`src/verilog/noc_cfg_pkg.sv`:
```
//####################
// Build-time configuration of the traffic generator
// Port ids are 2 bits wide, so NUM_PORTS must stay at 4
// Seeds must be nonzero after the per-port multiply
//####################

package noc_cfg_pkg;

  localparam int NUM_PORTS = 4;          // Packet sources, one per network port
  localparam int FIFO_DEPTH = 8;         // Entries per source queue

  // Derived queue widths
  localparam int FIFO_PTR_W = $clog2(FIFO_DEPTH);
  localparam int FIFO_CNT_W = $clog2(FIFO_DEPTH + 1);

  // Port p starts from LFSR_SEED_BASE * (p+1), truncated to 32 bits
  // An odd base keeps every per-port seed nonzero
  localparam logic [31:0] LFSR_SEED_BASE = 32'h2545_F491;

  // Hotspot targets, the second one is used by the first hotspot port itself
  localparam int HOTSPOT_PORT_A = 2;
  localparam int HOTSPOT_PORT_B = 3;

  localparam int STREAM_SRC = 0;         // Stream source port
  localparam int STREAM_DST = 3;         // Stream sink port
  localparam int STREAM_RATE_SHIFT = 1;  // Stream threshold = rate << shift, saturating

  // No hotspot or stream packets while the timestamp is below this
  localparam int WARMUP_CYCLES = 20;

  localparam int DROP_W = 16;            // Width of the saturating drop counter

endpackage : noc_cfg_pkg
```
`src/verilog/noc_pkt_pkg.sv`:
```
//####################
// Packet field and state types
// Mode value 2'b11 is unused and generates nothing
//####################

package noc_pkt_pkg;
  import noc_cfg_pkg::*;

  typedef logic [1:0]        port_id_t;   // Source or destination port
  typedef logic [31:0]       stamp_t;     // Free-running cycle timestamp
  typedef logic [31:0]       rate_t;      // Generation threshold against the LFSR
  typedef logic [31:0]       lfsr_t;      // LFSR state word
  typedef logic [DROP_W-1:0] drop_cnt_t;  // Suppressed candidate count

  // Traffic pattern selection
  typedef enum logic [1:0] {
    UNIFORM = 2'd0,  // Any port except self
    HOTSPOT = 2'd1,  // Part of the traffic to the hotspot ports
    STREAM  = 2'd2   // Dedicated stream pair plus uniform background
  } traffic_mode_e;

  // Four-phase output link states
  typedef enum logic [1:0] {
    IDLE         = 2'd0,  // Waiting for a valid queue head
    REQ_HIGH     = 2'd1,  // Request up, fields held
    WAIT_ACK_LOW = 2'd2   // Request down, waiting for ack release
  } link_state_e;

endpackage : noc_pkt_pkg

```
`src/verilog/pkt_queue_if.sv`:
```
//####################
// Queue head of one source as seen by the scheduler
// Pop is only legal on a valid head and lasts one cycle
//####################

`timescale 1ns/1ps

interface pkt_queue_if import noc_pkt_pkg::*; ();

  logic     valid;  // FIFO head present
  port_id_t dest;   // Head destination
  stamp_t   stamp;  // Head generation timestamp
  logic     pop;    // Remove the head at the next edge

  // Source owns the queue
  modport source (
    output valid,
    output dest,
    output stamp,
    input  pop
  );

  // Scheduler consumes the head
  modport scheduler (
    input  valid,
    input  dest,
    input  stamp,
    output pop
  );

endinterface : pkt_queue_if

```
`src/verilog/noc_traffic_gen.sv`:
```
//####################
// Traffic generator top, four sources and one output link
// Timestamp runs from reset regardless of i_enable
// Drop count saturates at all ones
//####################

`timescale 1ns/1ps

module noc_traffic_gen import noc_cfg_pkg::*; import noc_pkt_pkg::*; (
  input  logic          clk,
  input  logic          reset_n,
  input  logic          i_enable,
  input  traffic_mode_e i_mode,
  input  rate_t         i_rate,
  input  logic          i_ack,
  output logic          o_req,
  output port_id_t      o_dest,
  output port_id_t      o_source,
  output stamp_t        o_stamp,
  output drop_cnt_t     o_drop_count
);

  stamp_t                 timestamp;
  logic   [NUM_PORTS-1:0] src_drop;   // Per-source drop pulses
  drop_cnt_t              drop_sum;   // Drops in this cycle
  logic   [DROP_W:0]      drop_next;  // Carry bit flags saturation

  pkt_queue_if q_if [NUM_PORTS] ();

  always_ff @(posedge clk or posedge reset_n)
  begin
    if (reset_n)
      timestamp <= '0;
    else
      timestamp <= timestamp + 1'b1;
  end

  // Several sources can drop in the same cycle
  always_comb
  begin
    drop_sum = '0;
    for (int p = 0; p < NUM_PORTS; p++)
      drop_sum = drop_sum + drop_cnt_t'(src_drop[p]);
    drop_next = {1'b0, o_drop_count} + {1'b0, drop_sum};
  end

  always_ff @(posedge clk or posedge reset_n)
  begin
    if (reset_n)
      o_drop_count <= '0;
    else if (drop_next[DROP_W])
      o_drop_count <= '1;                   // Saturate
    else
      o_drop_count <= drop_next[DROP_W-1:0];
  end

  for (genvar g = 0; g < NUM_PORTS; g++)
  begin : g_src
    packet_source #(
      .PORT_NO (g)
    ) u_src (
      .clk         (clk),
      .reset_n     (reset_n),
      .i_enable    (i_enable),
      .i_mode      (i_mode),
      .i_rate      (i_rate),
      .i_timestamp (timestamp),
      .o_drop      (src_drop[g]),
      .q           (q_if[g])
    );
  end

  link_scheduler u_sched (
    .clk      (clk),
    .reset_n  (reset_n),
    .q        (q_if),
    .o_req    (o_req),
    .i_ack    (i_ack),
    .o_dest   (o_dest),
    .o_source (o_source),
    .o_stamp  (o_stamp)
  );

endmodule : noc_traffic_gen

```
`src/verilog/link_scheduler.sv`:
```
//####################
// Round-robin drain of the source queues onto one four-phase link
// A new request only starts once ack has returned low
//####################

`timescale 1ns/1ps

module link_scheduler import noc_cfg_pkg::*; import noc_pkt_pkg::*; (
  input  logic           clk,
  input  logic           reset_n,
  pkt_queue_if.scheduler q [NUM_PORTS],
  output logic           o_req,
  input  logic           i_ack,
  output port_id_t       o_dest,
  output port_id_t       o_source,
  output stamp_t         o_stamp
);

  link_state_e state;
  port_id_t    last_port;  // Last port served
  port_id_t    sel;        // Next port to serve
  logic        found;

  logic     [NUM_PORTS-1:0] valid_v;
  logic     [NUM_PORTS-1:0] pop_v;
  port_id_t                 dest_v  [NUM_PORTS];
  stamp_t                   stamp_v [NUM_PORTS];

  // Flatten the interface array for variable indexing
  for (genvar g = 0; g < NUM_PORTS; g++)
  begin : g_port
    assign valid_v[g] = q[g].valid;
    assign dest_v[g]  = q[g].dest;
    assign stamp_v[g] = q[g].stamp;
    assign q[g].pop   = pop_v[g];
  end

  // Search starts just after the last served port
  always_comb
  begin
    found = 1'b0;
    sel   = last_port;
    for (int i = 1; i <= NUM_PORTS; i++)
    begin
      port_id_t idx;
      idx = port_id_t'((int'(last_port) + i) % NUM_PORTS);
      if (!found && valid_v[idx])
      begin
        found = 1'b1;
        sel   = idx;
      end
    end
  end

  // Pop in the same edge that raises the request
  always_comb
  begin
    pop_v = '0;
    if (state == IDLE && found)
      pop_v[sel] = 1'b1;
  end

  always_ff @(posedge clk or posedge reset_n)
  begin
    if (reset_n)
    begin
      state     <= IDLE;
      last_port <= port_id_t'(NUM_PORTS - 1);  // Port 0 goes first
    end
    else
    begin
      case (state)
        IDLE:
        begin
          if (found)
          begin
            state     <= REQ_HIGH;
            last_port <= sel;
          end
        end
        REQ_HIGH:
        begin
          if (i_ack)
            state <= WAIT_ACK_LOW;  // Sink took the fields
        end
        WAIT_ACK_LOW:
        begin
          if (!i_ack)
            state <= IDLE;          // Handshake closed
        end
        default:
        begin
          state <= IDLE;
        end
      endcase
    end
  end

  // Link fields load only on a pop
  always_ff @(posedge clk)
  begin
    if (state == IDLE && found)
    begin
      o_dest   <= dest_v[sel];
      o_source <= sel;
      o_stamp  <= stamp_v[sel];
    end
  end

  assign o_req = (state == REQ_HIGH);

  a_fields_stable: assert property (@(posedge clk) disable iff (reset_n)
    o_req |=> !o_req || $stable({o_dest, o_source, o_stamp}));
  // A pop starts a transfer and lasts one cycle
  a_one_pop: assert property (@(posedge clk) disable iff (reset_n)
    (pop_v != '0) |=> (pop_v == '0));

endmodule : link_scheduler

```
`src/verilog/packet_source.sv`:
```
//####################
// LFSR traffic source for one port
// Candidates follow the LFSR only, never the queue state
// A candidate hitting a full queue is dropped and flagged on o_drop
//####################

`timescale 1ns/1ps

module packet_source import noc_cfg_pkg::*; import noc_pkt_pkg::*; #(
  parameter int PORT_NO = 0  // Own port, never used as destination
) (
  input  logic          clk,
  input  logic          reset_n,
  input  logic          i_enable,     // Advance LFSR and generate
  input  traffic_mode_e i_mode,
  input  rate_t         i_rate,       // Candidate when LFSR below this
  input  stamp_t        i_timestamp,
  output logic          o_drop,       // One-cycle pulse per suppressed candidate
  pkt_queue_if.source   q
);

  lfsr_t    lfsr;
  port_id_t raw_dest;     // LFSR bits 9:8 modulo 3
  port_id_t uni_dest;     // Raw destination skipping own port
  port_id_t hot_dest;
  logic     warm;         // Past warm-up
  logic     below_rate;
  logic     below_stream;
  logic [31+STREAM_RATE_SHIFT:0] stream_wide;
  rate_t    stream_rate;  // Saturated stream threshold
  logic     cand;
  port_id_t cand_dest;
  logic     wr;
  logic     fifo_empty;
  logic     fifo_full;

  // Fibonacci LFSR, taps 31/21/1/0 shifted in at bit 0
  always_ff @(posedge clk or posedge reset_n)
  begin
    if (reset_n)
      lfsr <= lfsr_t'(LFSR_SEED_BASE * (PORT_NO + 1));
    else if (i_enable)
      lfsr <= {lfsr[30:0], lfsr[31] ^ lfsr[21] ^ lfsr[1] ^ lfsr[0]};
  end

  assign raw_dest = port_id_t'(lfsr[9:8] % 2'd3);
  assign uni_dest = (raw_dest >= PORT_NO) ? port_id_t'(raw_dest + 2'd1) : raw_dest;

  // Pattern 1 or 4 on bits 5:3 sends to the hotspot
  always_comb
  begin
    hot_dest = uni_dest;
    if (lfsr[5:3] == 3'd1 || lfsr[5:3] == 3'd4)
      hot_dest = (PORT_NO == HOTSPOT_PORT_A) ? port_id_t'(HOTSPOT_PORT_B)
                                             : port_id_t'(HOTSPOT_PORT_A);
  end

  assign warm        = (i_timestamp >= stamp_t'(WARMUP_CYCLES));
  assign below_rate  = (lfsr < i_rate);
  assign stream_wide = {i_rate, {STREAM_RATE_SHIFT{1'b0}}};
  assign stream_rate = (|stream_wide[31+STREAM_RATE_SHIFT:32]) ? '1 : stream_wide[31:0];
  assign below_stream = (lfsr < stream_rate);

  // Candidate decision from the pre-advance LFSR
  always_comb
  begin
    cand      = 1'b0;
    cand_dest = uni_dest;
    case (i_mode)
      UNIFORM:
      begin
        cand = below_rate;
      end
      HOTSPOT:
      begin
        cand      = below_rate && warm;
        cand_dest = hot_dest;
      end
      STREAM:
      begin
        if (PORT_NO == STREAM_SRC)
        begin
          cand      = below_stream && warm;  // Heavier stream source
          cand_dest = port_id_t'(STREAM_DST);
        end
        else
        begin
          cand = below_rate && warm;         // Uniform background
        end
      end
      default:
      begin
        cand = 1'b0;                         // Unused encoding
      end
    endcase
  end

  assign wr = i_enable && cand && !fifo_full;

  always_ff @(posedge clk or posedge reset_n)
  begin
    if (reset_n)
      o_drop <= 1'b0;
    else
      o_drop <= i_enable && cand && fifo_full;  // Counted at top
  end

  packet_fifo u_fifo (
    .clk        (clk),
    .reset_n    (reset_n),
    .i_wr       (wr),
    .i_wr_dest  (cand_dest),
    .i_wr_stamp (i_timestamp),
    .i_rd       (q.pop),
    .o_dest     (q.dest),
    .o_stamp    (q.stamp),
    .o_empty    (fifo_empty),
    .o_full     (fifo_full)
  );

  assign q.valid = !fifo_empty;

  // Self-targeting must be impossible in every mode
  a_not_self: assert property (@(posedge clk) disable iff (reset_n)
    wr |-> cand_dest != port_id_t'(PORT_NO));

endmodule : packet_source

```
`src/verilog/packet_fifo.sv`:
```
//####################
// First-word-fall-through queue of destination and timestamp
// A written entry is visible on the cycle after the write
// Writing when full or reading when empty is not allowed
//####################

`timescale 1ns/1ps

module packet_fifo import noc_cfg_pkg::*; import noc_pkt_pkg::*; (
  input  logic     clk,
  input  logic     reset_n,
  input  logic     i_wr,        // Push one entry
  input  port_id_t i_wr_dest,
  input  stamp_t   i_wr_stamp,
  input  logic     i_rd,        // Pop the head
  output port_id_t o_dest,      // Head destination
  output stamp_t   o_stamp,     // Head timestamp
  output logic     o_empty,
  output logic     o_full
);

  // Entry storage
  port_id_t dest_mem  [FIFO_DEPTH];
  stamp_t   stamp_mem [FIFO_DEPTH];

  logic [FIFO_PTR_W-1:0] wr_ptr;
  logic [FIFO_PTR_W-1:0] rd_ptr;
  logic [FIFO_CNT_W-1:0] count;

  // Wrap explicitly so a non power of two depth also works
  function automatic logic [FIFO_PTR_W-1:0] ptr_inc(input logic [FIFO_PTR_W-1:0] ptr);
    if (ptr == FIFO_PTR_W'(FIFO_DEPTH - 1))
      return '0;
    return ptr + 1'b1;
  endfunction

  always_ff @(posedge clk)
  begin
    if (i_wr)
    begin
      dest_mem[wr_ptr]  <= i_wr_dest;
      stamp_mem[wr_ptr] <= i_wr_stamp;
    end
  end

  always_ff @(posedge clk or posedge reset_n)
  begin
    if (reset_n)
    begin
      wr_ptr <= '0;
      rd_ptr <= '0;
      count  <= '0;
    end
    else
    begin
      if (i_wr)
        wr_ptr <= ptr_inc(wr_ptr);
      if (i_rd)
        rd_ptr <= ptr_inc(rd_ptr);
      // Simultaneous push and pop leaves the count alone
      case ({i_wr, i_rd})
        2'b10:   count <= count + 1'b1;
        2'b01:   count <= count - 1'b1;
        default: count <= count;
      endcase
    end
  end

  assign o_dest  = dest_mem[rd_ptr];   // Head falls through
  assign o_stamp = stamp_mem[rd_ptr];
  assign o_empty = (count == '0);
  assign o_full  = (count == FIFO_CNT_W'(FIFO_DEPTH));

  // Source suppresses writes on full and the scheduler pops only a valid head
  a_no_wr_full: assert property (@(posedge clk) disable iff (reset_n) i_wr |-> !o_full);
  a_no_rd_empty: assert property (@(posedge clk) disable iff (reset_n) i_rd |-> !o_empty);

endmodule : packet_fifo

```
`config.mk`:
```
export PLATFORM = sky130hd
export DESIGN_NAME = noc_traffic_gen
export DESIGN_NICKNAME = d
export VERILOG_FILES = /design/src/verilog/noc_cfg_pkg.sv /design/src/verilog/noc_pkt_pkg.sv /design/src/verilog/pkt_queue_if.sv /design/src/verilog/noc_traffic_gen.sv /design/src/verilog/link_scheduler.sv /design/src/verilog/packet_source.sv /design/src/verilog/packet_fifo.sv
export SDC_FILE = /design/constraint.sdc
export NUM_CORES = 2
export LEC_CHECK = 0
export ABC_AREA = 1
export BUFFER_PORTS_ARGS = -buffer_cell sky130_fd_sc_hd__clkbuf_2
export CAP_MARGIN = 20
export CORE_MARGIN = 2
export CORE_UTILIZATION = 68
export CTS_CLUSTER_SIZE = 25
export DETAILED_ROUTE_END_ITERATION = 6
export GPL_TIMING_DRIVEN = 0
export PLACE_DENSITY = 0.85
export SLEW_MARGIN = 40
export SYNTH_ARGS = -nofsm -noshare
export SYNTH_HDL_FRONTEND = slang
export SYNTH_HIERARCHICAL = 1
export SYNTH_SLANG_ARGS = --single-unit
```
`constraint.sdc`:
```
create_clock -name clk -period 9.95 [get_ports clk]
set_input_delay 1.4925 -clock clk [delete_from_list [all_inputs] [get_ports clk]]
set_output_delay 1.4925 -clock clk [all_outputs]
set_load 0.01 [all_outputs]
```
# After elaboration in Yosys (flattened, before gate mapping)

Memories as Yosys holds them, arrays and structs flattened.
Index checks and enable logic that the tools add are counted.

Output and inout bits: 53
Logic and storage cells: 272
Flip-flop bits (word level): 260
Input port bits: 38
RAM bits: 1088
Memories kept: 8

Divide/modulo/power cells: 4
Mux-type cells: 90
Bitwise operators: 13
Equal/unequal tests: 35
Reductions and logical operators: 50
Magnitude comparators: 16
Add/subtract/negate cells: 29

Memories:

| name                            | words | bits a word | read ports | clocked after memory_dff | wr ports | RTL line          | source |
|---|---|---|---|---|---|---|---|
| g_src[0].u_src.u_fifo.stamp_mem | 8     | 32          | 1          | 0                        | 1        | packet_fifo.sv:24 | `stamp_t stamp_mem [FIFO_DEPTH];` |
| g_src[1].u_src.u_fifo.stamp_mem | 8     | 32          | 1          | 0                        | 1        | packet_fifo.sv:24 |  |
| g_src[2].u_src.u_fifo.stamp_mem | 8     | 32          | 1          | 0                        | 1        | packet_fifo.sv:24 |  |
| g_src[3].u_src.u_fifo.stamp_mem | 8     | 32          | 1          | 0                        | 1        | packet_fifo.sv:24 |  |
| g_src[0].u_src.u_fifo.dest_mem  | 8     | 2           | 1          | 0                        | 1        | packet_fifo.sv:23 | `port_id_t dest_mem [FIFO_DEPTH];` |
| g_src[1].u_src.u_fifo.dest_mem  | 8     | 2           | 1          | 0                        | 1        | packet_fifo.sv:23 |  |
| 2 more memories                 | -     | -           | -          | -                        | -        | -                 |  |

Operator list:

| operator                | number |
|---|---|
| $lt A32 B32 Y1          | 5 |
| $mux W32                | 3 |
| $bmux W32 S2            | 1 |
| $mux W3                 | 16 |
| $mux W2                 | 19 |
| $eq A3 B3 Y1 const B    | 12 |
| $mux W1                 | 33 |
| $add A32 B1 Y32 const B | 1 |
| $ge A32 B5 Y1 const B   | 1 |
| $pmux W4 S2             | 4 |
| $add A3 B1 Y3 const B   | 8 |
| $logic_and A1 B1 Y1     | 22 |
| $add A16 B4 Y17         | 1 |
| $add A4 B1 Y4 const B   | 4 |
| $eq A4 B4 Y1 const B    | 4 |
| $logic_not A4 Y1        | 4 |
| $mux W16                | 1 |
| $sub A4 B1 Y4 const B   | 4 |
| $lt A2 B3 Y1 const B    | 5 |
| $add A2 B1 Y2 const B   | 6 |
| $eq A2 B1 Y1 const B    | 6 |
| $eq A2 B2 Y1 const B    | 6 |
| $eq A3 B1 Y1 const B    | 4 |
| $xor A1 B1 Y1           | 12 |
| 26 further kinds        | 55 |

# Longest topological paths before layout

Depth in word-level cells: 21
Gate-level depth with buffers: 27
Depth with buffers taken out: 25

# Hierarchy

The synthesis kept the hierarchy.

By module, submodules not included:

| module                                  | sequential area each (um^2) | cells an instance | instances | area an instance (um^2) |
|---|---|---|---|---|
| packet_fifo (g_src[1].u_src.u_fifo ...) | 8418.1                      | 916               | 3         | 11274.6 |
| packet_fifo (g_src[0].u_src.u_fifo)     | 8418.1                      | 849               | 1         | 11148.2 |
| link_scheduler                          | 1183.6                      | 495               | 1         | 3389.5 |
| packet_source (g_src[0].u_src)          | 843.3                       | 483               | 1         | 3255.6 |
| noc_traffic_gen                         | 1201.2                      | 340               | 1         | 2682.6 |
| packet_source (g_src[1].u_src)          | 843.3                       | 299               | 1         | 2277.2 |
| packet_source (g_src[3].u_src)          | 843.3                       | 297               | 1         | 2250.9 |
| packet_source (g_src[2].u_src)          | 852.1                       | 284               | 1         | 2245.9 |

# Worst setup path before layout

Ideal clock, no wire load.

Kind: input port to flip-flop
Start: input port i_rate[31]
End: memory g_src[0].u_src/u_fifo/dest_mem[0][0] (netlist bit), enable pin
Arrival time: 4969 ps
Library setup time: 425 ps
Data required time: 9525 ps
Stages on the path: 20
Slack: 4556 ps
Buffers on the path: 2
Path through: buf_4 > clkbuf_1 > nor2_1 > ha_1 > nand2_1 > inv_1 > nand2_1 > nand2_1 > nand2_1 > nand2_1 > nand2_1 > a21oi_1 > nor2_1 > nand2_1 > nand2_1 > nand2_1 > nor2_1 > inv_1 > or2_2 > nor2_1

Word-level cells in the longest chain between the ends: 8
Elaborated cells on any way between the ends: 10
Classes of those cells: 2 x order compare; 4 x mux; 4 x reduce/logical

Ends and longest elaborated chain:

| what                                 | RTL line              | source |
|---|---|---|
| from (decl)                          | noc_traffic_gen.sv:14 | `input rate_t i_rate,` |
| $mux W32                             | -                     |  |
| $lt A32 B32 Y1                       | packet_source.sv:62   | `assign below_stream = (lfsr < stream_rate);` |
| $logic_and A1 B1 Y1                  | packet_source.sv:83   | `cand = below_stream && warm;` |
| $pmux W1 S3 (*)                      | packet_source.sv:69   | `case (i_mode)` |
| $logic_and A1 B1 Y1 (*) (2 in a row) | packet_source.sv:98   | `assign wr = i_enable && cand && !fifo_full;` |
| via g_src[0].u_src.wr                | packet_source.sv:33   | `logic wr;` |
| $mux W1 (*)                          | packet_fifo.sv:39     | `if (i_wr)` |
| $mux W1 (not written as such) (*)    | packet_fifo.sv:41     | `dest_mem[wr_ptr] <= i_wr_dest;` |
| to (decl)                            | packet_fifo.sv:23     |  |

The timed path passes the listed nets; every way through them passes the cells marked *.

# Worst setup path in the final report

Start: input port i_rate[31]
End: memory g_src[0].u_src/u_fifo/stamp_mem[4][23] (netlist bit), enable pin

Word-level cells in the longest chain between the ends: 8
Elaborated cells on any way between the ends: 10
Classes of those cells: 2 x order compare; 4 x mux; 4 x reduce/logical

Ends and longest elaborated chain:

| what                                 | RTL line            | source |
|---|---|---|
| $mux W32                             | -                   |  |
| $lt A32 B32 Y1                       | packet_source.sv:62 |  |
| $logic_and A1 B1 Y1                  | packet_source.sv:83 |  |
| $pmux W1 S3 (*)                      | packet_source.sv:69 |  |
| $logic_and A1 B1 Y1 (*) (2 in a row) | packet_source.sv:98 |  |
| via g_src[0].u_src.wr                | packet_source.sv:33 |  |
| $mux W1 (*)                          | packet_fifo.sv:39   |  |
| $mux W1 (not written as such) (*)    | packet_fifo.sv:42   | `stamp_mem[wr_ptr] <= i_wr_stamp;` |
| to (decl)                            | packet_fifo.sv:24   |  |

Marked as above.

==> results_dict.tcl <==
set metrics [dict create \
    insertion_delay_ps 760 \
    dp_slack_ps 4430 \
    setup_ws_ps 5010 \
    synth_common_cells "edfxtp_1, nand2_1, nor2_1" \
    syn_to_final_growth_pct 13.3 \
    overflow 0 \
    die_width_um 304 \
    p_int_w 0.0120 \
    final_util 0.781 \
    cts_setup_buffers 0 \
    wl_per_cell_um 24.3 \
    path_clk_slew_ps 60 \
    drv_slew 0 \
    min_path_type "register to register" \
    violations "design-rule violations" \
    grt_pass1_vias 46907 \
    synth_area_leader_cell "edfxtp_1" \
    final_cell_area_um2 69200 \
    worst_setup_path_start_kind "input pin" \
    yosys_warnings 6 \
    root_buffer "clkbuf_16" \
    synth.top_cell.area_share 0.553 \
    first_iter_violations 7165 \
    clock_skew_ps 34.9 \
    crit_chain "clkbuf_2, buf_4, clkbuf_1, nor2_1, ha_1, nand2_1, inv_1, nand2_1, nand2_1, nand2_1, nand2_1, nand2_1, a21oi_1, nor2_1, nand2_1, nand2_1, nand2_1, nor2_1, inv_1, or2_2, nor2_4, buf_16" \
    worstPathRequired_ps 10390 \
    ys_seq_elements 1348 \
    ys_seq_area_frac 0.646 \
    ios 91 \
    synth-edff-count 1124 \
    num_vias 46978 \
    ir_drop_mv 0.253 \
    synthesis.area_um2 61100 \
    clock_sinks 1348 \
    cts_buffer_depth 3 \
    path_max_fanout 14 \
    switching_share 0.418 \
    cts_inserted_buffers 135 \
    die_area_um2 92200 \
    worst_pin_slew_ps 848 \
    ant_nets 0 \
    synthArstFlopShare 0.166 \
    holdBufCountCts 0 \
    p_per_area_nw_per_um2 299 \
    p_sw_w 0.00865 \
    grt_max_degree 43 \
    dp_hpwl_mm 117 \
    fin_nets 6340 \
    core_area_um2 88600 \
    ys.flop_type "edfxtp_1" \
    tns_ps 0 \
    cap_violations 0 \
    dpl_cell_area_um2 65000 \
    cp_slowest_stage_delay_ps 470 \
    slew_headroom 0.430 \
    finalCriticalPeriod_ps 4940 \
    status "finished, violations left" \
    cpLargestDelayFamily "simple AND/OR/NAND/NOR gates" \
    worst-path-buf-inv 6 \
    post_cts_resized 0 \
    seq_power_share 0.343 \
    synthCells 5795 \
    timing.final.crit_share 0.497 \
    std_cell_rows 109 \
    routabilityCongestion 1.00 \
    rsz0062_at_grt "false" \
    syn_area_per_cell_um2 10.5 \
    grt_use_total 0.388 \
    power_leakage_nw 28.2 \
    clockPowerShare 0.238 \
    critPathSlowestCell "nor2_4" \
    grt_pass1_wl_mm 270 \
    cp.arrival_ps 5390 \
    synth_cell_type_count 54 \
    initial_utilization 0.689 \
    via_per_inst 6.38 \
    antennaDiodeCount 0 \
    antenna_found_initial 5 \
    dr.pass1.iters 7 \
    fill_cells 5058 \
    htreeDepth 4 \
    finalSetupViolCount 0 \
    port_buffers 89 \
    drive_gt1_frac 0.121 \
    hold_viol_final 0 \
    combPwrFrac 0.419 \
    cp_common_cell "nand2_1" \
    cp-end-kind "register" \
    tritoncts "built" \
    wl_mm 179 \
    criticalPathCategory "input pin to register" \
    syn_nets 6037 \
    die_h_um 304 \
    drc 9 \
    fmax_ghz 0.202 \
    synth.area.top_cells "edfxtp_1, nand2_1, dfrtp_1" \
]
==> power by group through the flow <==
stage | Combinational [W] | Sequential, W | Clock [W]
floorplan | 0.00490 | 0.00717 | 0
global placement | 0.00752 | 0.00719 | 0
detailed placement | 0.00803 | 0.00719 | 0
CTS | 0.00820 | 0.00708 | 0.00491
global route | 0.00910 | 0.00713 | 0.00512
finish | 0.00866 | 0.00709 | 0.00492
==> layout by cell type, fill, tap and decap left out, drive strengths merged, types with 159 or more instances in the layout <==
cell    count
nand3     198
o21ai     849
buf       229
clkbuf    398
ha        201
nand2    1145
inv       428
dfrtp     159
edfxtp   1124
nor2      996
==> worst reg2reg max path: stages, from the launching register on <==
cell and delay (ps):
dfrtp_1 430, or2_2 340, nor3_1 660, inv_1 130, nand2_1 120, nand3_1 80, nand2_1 190, nand2_2 120
nand3_4 130, buf_2 330, nand3_1 170, nor2_1 630, ha_1 350, nor2_1 60, nor2_1 160, ha_1 180
a21oi_1 50, or2_2 300, a31oi_1 160
==> worst paths after layout <==
kind                                                      from                                      to  slack, ps  depth (start not counted)
max in group asynchronous                              reset_n                 g_src[2].u_src/lfsr[21]       8100                          2
worst min-delay path                   g_src[1].u_src/lfsr[27]                 g_src[1].u_src/lfsr[27]        480                          2
worst max-delay path                                i_rate[31]  g_src[0].u_src/u_fifo/stamp_mem[4][23]       5010                         22
worst min register to register         g_src[1].u_src/lfsr[27]                 g_src[1].u_src/lfsr[27]        480                          2
worst max register to register  g_src[2].u_src/u_fifo/count[0]          g_src[0].u_src/u_fifo/count[2]       5280                         18
min in group asynchronous                              reset_n                        u_sched/state[0]       1090                          2
==> per-layer routing <==
metal | vias up | routed length, µm | global-route usage
li1 | 20341 | - | -
met1 | 22105 | 59600 | 0.484
met2 | 3725 | 81800 | 0.610
met3 | 801 | 24800 | 0.0977
met4 | 6 | 13000 | 0.253
met5 | - | 37 | 0
==> layout make-up <==
type | count | area (µm²) | area share
flip-flops and latches | 1348 | 39500 | 0.571
multi-input cells | 3753 | 18700 | 0.270
clock buffers | 190 | 3760 | 0.0543
repair buffers | 166 | 2110 | 0.0305
plain buffers | 271 | 1630 | 0.0235
inverters | 423 | 1600 | 0.0231
well taps | 1165 | 1460 | 0.0211
clock inverters | 52 | 455 | 0.00658
==> registers in the layout, indices dropped and copies added (netlist names), 12 cells and up <==
signal / flops
u_sched/o_stamp: 32
o_drop_count: 16
g_src.u_src/u_fifo/dest_mem: 64
g_src.u_src/u_fifo/stamp_mem: 1024
g_src.u_src/lfsr: 128
timestamp: 32
g_src.u_src/u_fifo/rd_ptr: 12
g_src.u_src/u_fifo/wr_ptr: 12
g_src.u_src/u_fifo/count: 16
==> cell families (layout without fill, tap and decap cells) <==
family                   count (synthesis)  count (layout)  share of synthesized area
AND/OR/NAND/NOR                       2463            2463                      0.165
flip-flops                            1348            1348                      0.646
adder cells (fa/ha/maj)                204             204                     0.0422
multiplexers                             6               6                    0.00111
buffers and inverters                  694            1102                     0.0527
XOR/XNOR                                37              37                    0.00531
AO/OA/AOI/OAI                         1043            1043                     0.0882
==> metrics by stage <==
step	std cells	power, W	hold WS [ps]
global placement	7049	0.0147	462
global route	7368	0.0214	488
CTS	7368	0.0202	477
floorplan	5795	0.0121	448
finish	7368	0.0207	477
detailed placement	7126	0.0152	465
Note: power is estimated with default switching activity, not from simulation.
